===== config.mk =====
export PLATFORM = sky130hd
export DESIGN_NAME = fpu_32
export DESIGN_NICKNAME = d
export VERILOG_FILES = /design/src/hdl/fpu_pkg.sv /design/src/hdl/fp32_add_sub.sv /design/src/hdl/fp32_mul.sv /design/src/hdl/fp32_srt_div.sv /design/src/hdl/fpu_32.sv /design/src/hdl/fpu_decoder.sv /design/src/hdl/fpu_issue_ctrl.sv
export VERILOG_INCLUDE_DIRS = /design/src /design/src/hdl
export SDC_FILE = /design/constraint.sdc
export NUM_CORES = 2
export LEC_CHECK = 0
export BUFFER_PORTS_ARGS = -buffer_cell sky130_fd_sc_hd__buf_2
export CORE_MARGIN = 2
export CORE_UTILIZATION = 25
export DETAILED_ROUTE_END_ITERATION = 8
export GPL_TIMING_DRIVEN = 0
export HOLD_SLACK_MARGIN = 0.1
export PLACE_DENSITY_LB_ADDON = 0.25
export REMOVE_ABC_BUFFERS = 1
export SYNTH_ARGS = -nofsm -noshare
export SYNTH_HDL_FRONTEND = slang
export SYNTH_SLANG_ARGS = --single-unit

===== constraint.sdc =====
create_clock -name clk -period 12.41 [get_ports clk]
set_clock_uncertainty 0.15 [all_clocks]
set_input_delay 1.8615 -clock clk [delete_from_list [all_inputs] [get_ports clk]]
set_output_delay 1.8615 -clock clk [all_outputs]
set_load 0.02 [all_outputs]

===== src/hdl/fpu_settings.svh =====
`ifndef FPU_SETTINGS_SVH
`define FPU_SETTINGS_SVH

// risc-v op-fp major opcode and funct7 codes
`define FP_OPCODE   7'b1010011
`define F7_ADD      7'b0000000
`define F7_SUB      7'b0000100
`define F7_MUL      7'b0001000
`define F7_DIV      7'b0001100

// internal mode codes
`define MODE_MUL    3'b000
`define MODE_ADD    3'b001
`define MODE_SUB    3'b010
`define MODE_DIV    3'b011
`define MODE_ILL    3'b111

`define CMD_CREDITS 1
`define RES_CREDITS 4
`define DIV_ITERS   26
`define CANON_NAN   32'h7fc00000

`endif


===== src/hdl/fpu_pkg.sv =====
package fpu_pkg;

    // ieee single-precision word
    typedef logic [31:0] fp32_t;

    // nv, dz, of, uf, nx from msb down
    typedef logic [4:0] fflags_t;

    typedef logic [6:0] opcode_t;
    typedef logic [6:0] funct7_t;

    // internal operation selector
    typedef logic [2:0] fpu_mode_t;

    // wide enough for the deeper credit pool
    typedef logic [3:0] credit_cnt_t;

    // command slot states
    typedef enum logic [1:0] {
        IDLE,
        BUSY,
        HOLD
    } ctrl_state_t;

endpackage


===== src/hdl/fp32_add_sub.sv =====
`timescale 1ns/10ps
`include "fpu_settings.svh"

module fp32_add_sub
    import fpu_pkg::*;
(
    input  logic    clk,
    input  logic    rst,
    input  logic    start,
    input  logic    subtract,
    input  fp32_t   a,
    input  fp32_t   b,
    output logic    done,
    output fp32_t   result,
    output fflags_t flags
);

    logic              sb_eff;
    logic              a_nan, b_nan, a_inf, b_inf;
    logic              swap;
    logic [7:0]        ex_c, ey_c, diff;
    logic [26:0]       ma_c, mb_c, my_raw;
    logic [53:0]       shifted;
    logic              sp_c;
    fp32_t             sp_res_c;
    fflags_t           sp_flags_c;

    logic              v1;
    logic              sx, x_sub, sp;
    logic [7:0]        ex;
    logic [26:0]       mx, my;
    fp32_t             sp_res;
    fflags_t           sp_flags;

    logic [27:0]       sum;
    logic [26:0]       norm;
    logic [4:0]        lz;
    logic signed [9:0] exp_n, exp_f;
    logic              rnd_up, inexact;
    logic [24:0]       mant_r;
    fp32_t             res_c;
    fflags_t           flags_c;

    assign sb_eff = b[31] ^ subtract;
    assign a_nan  = (a[30:23] == 8'hff) && (a[22:0] != '0);
    assign b_nan  = (b[30:23] == 8'hff) && (b[22:0] != '0);
    assign a_inf  = (a[30:23] == 8'hff) && (a[22:0] == '0);
    assign b_inf  = (b[30:23] == 8'hff) && (b[22:0] == '0);

    // subnormals flush to zero, three extra bits for guard, round, sticky
    assign ma_c = (a[30:23] == 8'h00) ? '0 : {1'b1, a[22:0], 3'b000};
    assign mb_c = (b[30:23] == 8'h00) ? '0 : {1'b1, b[22:0], 3'b000};

    // larger magnitude goes first
    assign swap    = (b[30:0] > a[30:0]);
    assign ex_c    = swap ? b[30:23] : a[30:23];
    assign ey_c    = swap ? a[30:23] : b[30:23];
    assign my_raw  = swap ? ma_c : mb_c;
    assign diff    = ex_c - ey_c;
    assign shifted = {my_raw, 27'd0} >> ((diff > 8'd27) ? 8'd27 : diff);

    always_comb begin
        sp_c       = 1'b1;
        sp_res_c   = `CANON_NAN;
        sp_flags_c = '0;
        if (a_nan || b_nan || (a_inf && b_inf && (a[31] != sb_eff))) begin
            sp_flags_c = 5'b10000;
        end else if (a_inf) begin
            sp_res_c = a;
        end else if (b_inf) begin
            sp_res_c = {sb_eff, b[30:0]};
        end else begin
            sp_c = 1'b0;
        end
    end

    always_ff @(posedge clk) begin
        if (!rst) begin
            v1   <= 1'b0;
            done <= 1'b0;
        end else begin
            v1   <= start;
            done <= v1;
        end
    end

    always_ff @(posedge clk) begin
        if (start) begin
            sx       <= swap ? sb_eff : a[31];
            x_sub    <= a[31] ^ sb_eff;
            ex       <= ex_c;
            mx       <= swap ? mb_c : ma_c;
            my       <= {shifted[53:28], shifted[27] | (|shifted[26:0])};
            sp       <= sp_c;
            sp_res   <= sp_res_c;
            sp_flags <= sp_flags_c;
        end
    end

    // stage two, add and normalize
    always_comb begin
        sum = x_sub ? ({1'b0, mx} - {1'b0, my}) : ({1'b0, mx} + {1'b0, my});
        lz  = '0;
        for (int i = 0; i < 27; i++) begin
            if (sum[i]) begin
                lz = 5'(26 - i);
            end
        end
        if (sum[27]) begin
            norm  = {sum[27:2], sum[1] | sum[0]};
            exp_n = $signed({2'b00, ex}) + 10'sd1;
        end else begin
            norm  = sum[26:0] << lz;
            exp_n = $signed({2'b00, ex}) - $signed({5'd0, lz});
        end
        inexact = |norm[2:0];
        rnd_up  = norm[2] & (norm[1] | norm[0] | norm[3]);
        mant_r  = {1'b0, norm[26:3]} + 25'(rnd_up);
        exp_f   = mant_r[24] ? exp_n + 10'sd1 : exp_n;

        flags_c = '0;
        if (sp) begin
            res_c   = sp_res;
            flags_c = sp_flags;
        end else if (sum == '0) begin
            // exact cancellation gives +0
            res_c = {sx & ~x_sub, 31'd0};
        end else if (exp_f >= 10'sd255) begin
            res_c   = {sx, 8'hff, 23'd0};
            flags_c = 5'b00101;
        end else if (exp_f <= 10'sd0) begin
            res_c   = {sx, 31'd0};
            flags_c = 5'b00011;
        end else begin
            res_c   = {sx, exp_f[7:0], mant_r[22:0]};
            flags_c = {4'b0000, inexact};
        end
    end

    always_ff @(posedge clk) begin
        if (v1) begin
            result <= res_c;
            flags  <= flags_c;
        end
    end

endmodule


===== src/hdl/fp32_mul.sv =====
`timescale 1ns/10ps
`include "fpu_settings.svh"

module fp32_mul
    import fpu_pkg::*;
(
    input  logic    clk,
    input  logic    rst,
    input  logic    start,
    input  fp32_t   a,
    input  fp32_t   b,
    output logic    done,
    output fp32_t   result,
    output fflags_t flags
);

    logic              a_zero, b_zero, a_inf, b_inf, a_nan, b_nan;
    logic              sp_c, sgn_c;
    fp32_t             sp_res_c;
    fflags_t           sp_flags_c;

    logic              v1, sgn, sp;
    logic signed [9:0] e;
    logic [47:0]       p;
    fp32_t             sp_res;
    fflags_t           sp_flags;

    logic [23:0]       mant;
    logic              grd, stk, rnd_up;
    logic [24:0]       mant_r;
    logic signed [9:0] exp_n, exp_f;
    fp32_t             res_c;
    fflags_t           flags_c;

    // exponent zero counts as zero, subnormals included
    assign a_zero = (a[30:23] == 8'h00);
    assign b_zero = (b[30:23] == 8'h00);
    assign a_inf  = (a[30:23] == 8'hff) && (a[22:0] == '0);
    assign b_inf  = (b[30:23] == 8'hff) && (b[22:0] == '0);
    assign a_nan  = (a[30:23] == 8'hff) && (a[22:0] != '0);
    assign b_nan  = (b[30:23] == 8'hff) && (b[22:0] != '0);
    assign sgn_c  = a[31] ^ b[31];

    always_comb begin
        sp_c       = 1'b1;
        sp_res_c   = `CANON_NAN;
        sp_flags_c = '0;
        if (a_nan || b_nan || (a_zero && b_inf) || (a_inf && b_zero)) begin
            sp_flags_c = 5'b10000;
        end else if (a_inf || b_inf) begin
            sp_res_c = {sgn_c, 8'hff, 23'd0};
        end else if (a_zero || b_zero) begin
            sp_res_c = {sgn_c, 31'd0};
        end else begin
            sp_c = 1'b0;
        end
    end

    always_ff @(posedge clk) begin
        if (!rst) begin
            v1   <= 1'b0;
            done <= 1'b0;
        end else begin
            v1   <= start;
            done <= v1;
        end
    end

    always_ff @(posedge clk) begin
        if (start) begin
            sgn      <= sgn_c;
            e        <= $signed({2'b00, a[30:23]}) + $signed({2'b00, b[30:23]}) - 10'sd127;
            p        <= {1'b1, a[22:0]} * {1'b1, b[22:0]};
            sp       <= sp_c;
            sp_res   <= sp_res_c;
            sp_flags <= sp_flags_c;
        end
    end

    // product lies in [1,4), at most one shift right
    always_comb begin
        if (p[47]) begin
            mant  = p[47:24];
            grd   = p[23];
            stk   = |p[22:0];
            exp_n = e + 10'sd1;
        end else begin
            mant  = p[46:23];
            grd   = p[22];
            stk   = |p[21:0];
            exp_n = e;
        end
        rnd_up = grd & (stk | mant[0]);
        mant_r = {1'b0, mant} + 25'(rnd_up);
        exp_f  = mant_r[24] ? exp_n + 10'sd1 : exp_n;

        if (sp) begin
            res_c   = sp_res;
            flags_c = sp_flags;
        end else if (exp_f >= 10'sd255) begin
            res_c   = {sgn, 8'hff, 23'd0};
            flags_c = 5'b00101;
        end else if (exp_f <= 10'sd0) begin
            res_c   = {sgn, 31'd0};
            flags_c = 5'b00011;
        end else begin
            res_c   = {sgn, exp_f[7:0], mant_r[22:0]};
            flags_c = {4'b0000, grd | stk};
        end
    end

    always_ff @(posedge clk) begin
        if (v1) begin
            result <= res_c;
            flags  <= flags_c;
        end
    end

endmodule


===== src/hdl/fp32_srt_div.sv =====
`timescale 1ns/10ps
`include "fpu_settings.svh"

module fp32_srt_div
    import fpu_pkg::*;
(
    input  logic    clk,
    input  logic    rst,
    input  logic    start,
    input  fp32_t   a,
    input  fp32_t   b,
    output logic    done,
    output fp32_t   result,
    output fflags_t flags
);

    typedef enum logic [1:0] {
        DIV_IDLE,
        DIV_ITER,
        DIV_ROUND
    } div_state_t;

    div_state_t         state;
    logic [4:0]         iter;
    logic               load;
    logic               a_zero, b_zero, a_inf, b_inf, a_nan, b_nan;
    logic               sp_c, sgn_c, sgn;
    fp32_t              sp_res_c;
    fflags_t            sp_flags_c;

    // remainder and divisor, 1.0 is 2^25
    logic signed [28:0] w, w2, w_next, d;
    logic [4:0]         top;
    logic               q_pos, q_neg;
    logic [25:0]        qp, qn, q_int;
    logic signed [9:0]  e_q, exp_n, exp_f;
    logic [23:0]        mant;
    logic               grd, stk, rnd_up;
    logic [24:0]        mant_r;
    fp32_t              res_c;
    fflags_t            flags_c;

    assign load   = (state == DIV_IDLE) && start;
    assign a_zero = (a[30:23] == 8'h00);
    assign b_zero = (b[30:23] == 8'h00);
    assign a_inf  = (a[30:23] == 8'hff) && (a[22:0] == '0);
    assign b_inf  = (b[30:23] == 8'hff) && (b[22:0] == '0);
    assign a_nan  = (a[30:23] == 8'hff) && (a[22:0] != '0);
    assign b_nan  = (b[30:23] == 8'hff) && (b[22:0] != '0);
    assign sgn_c  = a[31] ^ b[31];

    always_comb begin
        sp_c       = 1'b1;
        sp_res_c   = `CANON_NAN;
        sp_flags_c = '0;
        if (a_nan || b_nan || (a_zero && b_zero) || (a_inf && b_inf)) begin
            sp_flags_c = 5'b10000;
        end else if (a_inf || b_zero) begin
            sp_res_c   = {sgn_c, 8'hff, 23'd0};
            sp_flags_c = a_inf ? 5'b00000 : 5'b01000;
        end else if (a_zero || b_inf) begin
            sp_res_c = {sgn_c, 31'd0};
        end else begin
            sp_c = 1'b0;
        end
    end

    always_ff @(posedge clk) begin
        if (!rst) begin
            state <= DIV_IDLE;
            iter  <= '0;
            done  <= 1'b0;
        end else begin
            done <= 1'b0;
            case (state)
                DIV_IDLE: begin
                    iter <= '0;
                    if (start && sp_c) begin
                        done <= 1'b1;
                    end else if (start) begin
                        state <= DIV_ITER;
                    end
                end
                DIV_ITER: begin
                    iter <= iter + 5'd1;
                    if (iter == 5'(`DIV_ITERS - 1)) begin
                        state <= DIV_ROUND;
                    end
                end
                DIV_ROUND: begin
                    done  <= 1'b1;
                    state <= DIV_IDLE;
                end
                default: state <= DIV_IDLE;
            endcase
        end
    end

    // digit choice from the top bits of 2w against +-1/2
    assign w2     = w <<< 1;
    assign top    = w2[28:24];
    assign q_pos  = !top[4] && (top != 5'b00000);
    assign q_neg  = top[4] && (top != 5'b11111);
    assign w_next = q_pos ? (w2 - d) : (q_neg ? (w2 + d) : w2);

    always_ff @(posedge clk) begin
        if (load) begin
            w   <= $signed({5'd0, 1'b1, a[22:0]});
            d   <= $signed({4'd0, 1'b1, b[22:0], 1'b0});
            qp  <= '0;
            qn  <= '0;
            sgn <= sgn_c;
            e_q <= $signed({2'b00, a[30:23]}) - $signed({2'b00, b[30:23]}) + 10'sd127;
        end else if (state == DIV_ITER) begin
            w  <= w_next;
            qp <= {qp[24:0], q_pos};
            qn <= {qn[24:0], q_neg};
        end
    end

    // negative remainder means one ulp too many
    always_comb begin
        q_int = qp - qn - 26'(w[28]);
        if (q_int[25]) begin
            mant  = q_int[25:2];
            grd   = q_int[1];
            stk   = q_int[0] | (w != '0);
            exp_n = e_q;
        end else begin
            mant  = q_int[24:1];
            grd   = q_int[0];
            stk   = (w != '0);
            exp_n = e_q - 10'sd1;
        end
        rnd_up = grd & (stk | mant[0]);
        mant_r = {1'b0, mant} + 25'(rnd_up);
        exp_f  = mant_r[24] ? exp_n + 10'sd1 : exp_n;

        if (exp_f >= 10'sd255) begin
            res_c   = {sgn, 8'hff, 23'd0};
            flags_c = 5'b00101;
        end else if (exp_f <= 10'sd0) begin
            res_c   = {sgn, 31'd0};
            flags_c = 5'b00011;
        end else begin
            res_c   = {sgn, exp_f[7:0], mant_r[22:0]};
            flags_c = {4'b0000, grd | stk};
        end
    end

    always_ff @(posedge clk) begin
        if (load && sp_c) begin
            result <= sp_res_c;
            flags  <= sp_flags_c;
        end else if (state == DIV_ROUND) begin
            result <= res_c;
            flags  <= flags_c;
        end
    end

endmodule


===== src/hdl/fpu_32.sv =====
`timescale 1ns/10ps

module fpu_32
    import fpu_pkg::*;
(
    input  logic    clk,
    input  logic    rst,
    input  logic    cmd_valid,
    input  opcode_t op_code,
    input  funct7_t func_code,
    input  fp32_t   a,
    input  fp32_t   b,
    output logic    cmd_credit,
    output logic    res_valid,
    output fp32_t   result,
    output fflags_t fflags,
    input  logic    res_credit
);

    fpu_mode_t mode;
    logic      illegal;
    logic      add_start, mul_start, div_start, subtract;
    logic      add_done, mul_done, div_done;
    fp32_t     op_a, op_b;
    fp32_t     add_result, mul_result, div_result;
    fflags_t   add_flags, mul_flags, div_flags;

    fpu_decoder decoder_i (
        .op_code   (op_code),
        .func_code (func_code),
        .mode      (mode),
        .illegal   (illegal)
    );

    fpu_issue_ctrl ctrl_i (
        .clk        (clk),
        .rst        (rst),
        .cmd_valid  (cmd_valid),
        .mode       (mode),
        .illegal    (illegal),
        .a          (a),
        .b          (b),
        .cmd_credit (cmd_credit),
        .res_credit (res_credit),
        .res_valid  (res_valid),
        .result     (result),
        .fflags     (fflags),
        .add_start  (add_start),
        .mul_start  (mul_start),
        .div_start  (div_start),
        .subtract   (subtract),
        .op_a       (op_a),
        .op_b       (op_b),
        .add_done   (add_done),
        .mul_done   (mul_done),
        .div_done   (div_done),
        .add_result (add_result),
        .mul_result (mul_result),
        .div_result (div_result),
        .add_flags  (add_flags),
        .mul_flags  (mul_flags),
        .div_flags  (div_flags)
    );

    fp32_add_sub add_i (
        .clk      (clk),
        .rst      (rst),
        .start    (add_start),
        .subtract (subtract),
        .a        (op_a),
        .b        (op_b),
        .done     (add_done),
        .result   (add_result),
        .flags    (add_flags)
    );

    fp32_mul mul_i (
        .clk    (clk),
        .rst    (rst),
        .start  (mul_start),
        .a      (op_a),
        .b      (op_b),
        .done   (mul_done),
        .result (mul_result),
        .flags  (mul_flags)
    );

    fp32_srt_div div_i (
        .clk    (clk),
        .rst    (rst),
        .start  (div_start),
        .a      (op_a),
        .b      (op_b),
        .done   (div_done),
        .result (div_result),
        .flags  (div_flags)
    );

endmodule


===== src/hdl/fpu_decoder.sv =====
`timescale 1ns/10ps
`include "fpu_settings.svh"

module fpu_decoder
    import fpu_pkg::*;
(
    input  opcode_t   op_code,
    input  funct7_t   func_code,
    output fpu_mode_t mode,
    output logic      illegal
);

    always_comb begin
        mode = `MODE_ILL;
        if (op_code == `FP_OPCODE) begin
            case (func_code)
                `F7_ADD: mode = `MODE_ADD;
                `F7_SUB: mode = `MODE_SUB;
                `F7_MUL: mode = `MODE_MUL;
                `F7_DIV: mode = `MODE_DIV;
                default: mode = `MODE_ILL;
            endcase
        end
    end

    // wrong opcode or unknown funct7 both land here
    assign illegal = (mode == `MODE_ILL);

endmodule


===== src/hdl/fpu_issue_ctrl.sv =====
`timescale 1ns/10ps
`include "fpu_settings.svh"

module fpu_issue_ctrl
    import fpu_pkg::*;
(
    input  logic      clk,
    input  logic      rst,
    input  logic      cmd_valid,
    input  fpu_mode_t mode,
    input  logic      illegal,
    input  fp32_t     a,
    input  fp32_t     b,
    output logic      cmd_credit,
    input  logic      res_credit,
    output logic      res_valid,
    output fp32_t     result,
    output fflags_t   fflags,
    output logic      add_start,
    output logic      mul_start,
    output logic      div_start,
    output logic      subtract,
    output fp32_t     op_a,
    output fp32_t     op_b,
    input  logic      add_done,
    input  logic      mul_done,
    input  logic      div_done,
    input  fp32_t     add_result,
    input  fp32_t     mul_result,
    input  fp32_t     div_result,
    input  fflags_t   add_flags,
    input  fflags_t   mul_flags,
    input  fflags_t   div_flags
);

    ctrl_state_t state;
    credit_cnt_t res_cnt;
    fpu_mode_t   mode_r;
    logic        accept, launch;
    logic        sel_done;
    fp32_t       sel_result, hold_result;
    fflags_t     sel_flags, hold_flags;

    // launch marks the cycle after acceptance, operands already held
    assign accept    = (state == IDLE) && cmd_valid && !launch;
    assign add_start = launch && ((mode_r == `MODE_ADD) || (mode_r == `MODE_SUB));
    assign mul_start = launch && (mode_r == `MODE_MUL);
    assign div_start = launch && (mode_r == `MODE_DIV);
    assign subtract  = (mode_r == `MODE_SUB);

    // the slot frees in the same cycle the result leaves
    assign res_valid  = (state == HOLD) && (res_cnt != '0);
    assign cmd_credit = res_valid;
    assign result     = hold_result;
    assign fflags     = hold_flags;

    always_comb begin
        case (mode_r)
            `MODE_MUL: begin
                sel_done   = mul_done;
                sel_result = mul_result;
                sel_flags  = mul_flags;
            end
            `MODE_DIV: begin
                sel_done   = div_done;
                sel_result = div_result;
                sel_flags  = div_flags;
            end
            default: begin
                sel_done   = add_done;
                sel_result = add_result;
                sel_flags  = add_flags;
            end
        endcase
    end

    always_ff @(posedge clk) begin
        if (!rst) begin
            state   <= IDLE;
            launch  <= 1'b0;
            res_cnt <= credit_cnt_t'(`RES_CREDITS);
        end else begin
            launch  <= accept && !illegal;
            res_cnt <= res_cnt - credit_cnt_t'(res_valid) + credit_cnt_t'(res_credit);
            case (state)
                IDLE: begin
                    if (accept && illegal) begin
                        state <= HOLD;
                    end else if (launch) begin
                        state <= BUSY;
                    end
                end
                BUSY: begin
                    if (sel_done) begin
                        state <= HOLD;
                    end
                end
                HOLD: begin
                    if (res_valid) begin
                        state <= IDLE;
                    end
                end
                default: state <= IDLE;
            endcase
        end
    end

    always_ff @(posedge clk) begin
        if (accept) begin
            op_a   <= a;
            op_b   <= b;
            mode_r <= mode;
        end
        // illegal commands get zero with invalid only
        if (accept && illegal) begin
            hold_result <= '0;
            hold_flags  <= 5'b10000;
        end else if ((state == BUSY) && sel_done) begin
            hold_result <= sel_result;
            hold_flags  <= sel_flags;
        end
    end

endmodule


==> flow_summary.ini <==
[run_status]
status = completed

[timing]
grt_setup_unrepaired = no
worst_pin_slew_ns = 1.42
fin_crit_ns = 11.59
finalMaxSlewViolations = 0
worst_slack_ns = 0.820
tns_ns = 0
period_share_pct = 93.4
hold_violations = 0
setup_violations = 0
max_freq_ghz = 0.0863
slew_headroom_pct = 5.42

[grt]
gr-usage-all-layers_pct = 16.4
grt_overflow = 0
grt_max_degree = 87
antenna_found_initial = 17
grt_pass1_wl_um = 275000
grt_pass1_vias = 43600

[logic_synthesis]
synth_top_area_share_pct = 21.8
syn_area_sq_um = 53900
synth_cells = 6030
synth_edf_count = 392
yosys-top-cells-area = edfxtp_1, fa_1, ha_1, inv_1, nand2_1
syn-mean-instance-area_sq_um = 8.94
synth_seq_cells = 506
async_flop_share_pct = 0
yosysUniqueCellTypes = 108
ys_seq_area_share_pct = 26.1
yosysTopAreaCell = edfxtp_1
ys_warn_count = 0
synth_ff_type = edfxtp_1

[final_layout]
fin_cells = 8937
final_nets = 7003
areaGrowthSynthToFinish_pct = 14.5
final_util_pct = 28.8
drive_above_1_share_pct = 7.74
final_cell_area_sq_um = 61700

[placed_design]
placedCellCount = 8815
numPortBuffers = 120
dp_slack_ns = -0.0264
placed_area_sq_um = 59500
dp_hpwl_um = 143000
gp_congestion = 0.890

[routing]
routed_wl_um = 182000
vias = 44100
drt_first_pass_iters = 6
wl_per_cell_um = 20.4
ant_nets = 0
dr_wl_met3_um = 10300
vias_per_cell = 4.94
drt_iter0_drc = 3651
drc_errors = 0
highest_layer = met5
met1_length_um = 84800
routed-wl-met2_um = 82700

[critical_path]
crit_path_end_kind = flop
path_max_fanout = 27
worst_path_max_delay_cell = nor4_4
cp-start-kind = flop
cp.arrival_ns = 12.00
critical_path_class = flop to flop
worst_path_largest_cell_delay_ns = 0.88
required_ns = 12.82

[clock_tree]
htree_levels = 2
clkLatencyLatePin_ns = 0.71
cts_tree = built
postCtsSetupBuffers = 0
cts_root_buffer = clkbuf_16
clk_pin_slew_ns = 0.06
clock-sinks = 506
clock_path_buffers = 3
cts_made_buffers = 60

[floorplanning]
core-area_sq_um = 214000
start_util_pct = 25.1
die_area_sq_um = 219000
row_count = 170
pin_count = 121
die_h_um = 468
dieWidth_um = 468

[pwr]
p_per_area_nw_per_um2 = 298
p_leak_nw = 26.0
vdd_drop_max_mv = 0.983

[hold_path]
hold_class = flop to flop

[run]
maxCapViolations = 0
## routing by layer
metal	vias up	global-route usage, %
li1	20600	-
met1	22000	23.3
met2	1306	26.2
met3	238	2.04
met4	2	4.01
met5	-	0
## synthesized netlist by cell type (22+ instances only)
cell type / number
o211ai_1: 33
o21a_1: 42
dfxtp_1: 114
edfxtp_1: 392
nand3_1: 140
mux2_2: 24
clkbuf_1: 275
nor4_1: 46
nand2b_1: 43
xor2_1: 108
xnor2_1: 177
inv_1: 776
nor3_1: 92
fa_1: 490
o21ai_0: 218
mux2i_1: 51
nand4_1: 48
o22ai_1: 27
or2_2: 29
ha_1: 387
a21oi_1: 377
o21bai_1: 47
and2_1: 203
nand2_1: 634
a22o_1: 60
nor2b_1: 36
a221oi_1: 22
a22oi_1: 75
or3_1: 31
a21o_1: 74
a31oi_1: 33
a211oi_1: 65
and3_1: 50
nor2_1: 472
## worst paths after layout
path	startpoint	end	slack [ns]	depth (start not counted)
worst min register to register	div_i.qn[7]$_SDFFE_PP0P_	div_i.qn[8]$_SDFFE_PP0P_	0.31	2
worst min-delay path	div_i.qn[7]$_SDFFE_PP0P_	div_i.qn[8]$_SDFFE_PP0P_	0.31	2
worst max register to register	add_i.my[0]$_DFFE_PP_	add_i.result[22]$_DFFE_PP_	0.82	28
worst max-delay path	add_i.my[0]$_DFFE_PP_	add_i.result[22]$_DFFE_PP_	0.82	28
## what timing repair did
item / CTS / global route
endpoints found under the hold margin: 0 / 0
gates resized for setup: 0 / 3
setup endpoints to repair: 23 / 25
hold buffers: 0 / 0
pin swaps: 1 / 0
gates cloned: 1 / 1
## layout make-up
class	instances	area, sq um
diodes	3	7.51
clock buffers	82	1750
clock inverters	32	355
fillers	22700	153000
inverters	779	2930
multi-input cells	4457	35900
flip-flops and latches	506	14100
well taps	2838	3550
repair buffers	239	3120
repair inverters	1	5.00
## per-stage QoR
stage / power, mW / hold slack [ns]
2_1_floorplan: 11.7 / 0.286
3_3_place_gp: 16.2 / 0.298
3_5_place_dp: 16.3 / 0.302
4_1_cts: 18.4 / 0.311
5_1_grt: 20.0 / 0.320
6_report: 18.4 / 0.308
## flip-flops by register name, summed over array words and instances, names as in the netlist, 5 cells and up
register and count:
add_i.mx 24, add_i.ex 8, add_i.result 32, add_i.sp_res 32, mul_i.p 48, ctrl_i.result 32
div_i.d 23, mul_i.e 10, div_i.qn 26, ctrl_i.op_b 32, add_i.my 27, div_i.result 32
div_i.w 29, div_i.flags 5, div_i.e_q 10, div_i.iter 5, mul_i.result 32, ctrl_i.op_a 32
div_i.qp 26, ctrl_i.fflags 5
## power by group
group	switching, mW	total [mW]	leakage, nW	internal [mW]
registers	0.0701	2.55	4.62	2.48
clock network	0.806	1.90	1.04	1.10
logic	8.79	13.9	20.3	5.15
## cells in the final DEF (no fill, tap or decap), types with 29 or more instances in the layout
cell       Yosys  routed
inv_1        776     774
nand2_1      634     632
fa_1         490     490
nor2_1       472     462
edfxtp_1     392     392
ha_1         387     387
a21oi_1      377     376
o21ai_0      218     217
and2_1       203     203
xnor2_1      177     175
nand3_1      140     140
buf_2         13     121
dfxtp_1      114     112
xor2_1       108     106
nor3_1        92      90
a22oi_1       75      75
a21o_1        74      74
buf_16         0      68
a211oi_1      65      65
clkbuf_16      0      64
a22o_1        60      60
mux2i_1       51      51
and3_1        50      50
nand4_1       48      48
o21bai_1      47      47
nor4_1        46      46
nand2b_1      43      43
o21a_1        42      41
nor2b_1       36      34
a31oi_1       33      33
o211ai_1      33      33
or3_1         31      30
conb_1         2      30
or2_2         29      29
## cells by family after synthesis
kind of cell / count (synthesis) / synth area share [%]
adder cells (fa/ha/maj): 877 / 27.2
other: 2 / 0.0139
XOR/XNOR: 286 / 4.66
flip-flops: 506 / 26.1
AND/OR/NAND/NOR: 1897 / 16.7
buffers and inverters: 1096 / 7.78
multiplexers: 82 / 1.72
AO/OA/AOI/OAI: 1284 / 15.9
## critical path, delay by kind of cell (launching register included)
family / cells / cell delay, ns
AO/OA/AOI/OAI: 13 / 4.28
XOR/XNOR: 1 / 0.19
flip-flops: 1 / 0.72
adder cells (fa/ha/maj): 2 / 0.76
AND/OR/NAND/NOR: 10 / 4.18
buffers and inverters: 2 / 1.12
(Power assumes the default switching activity.)
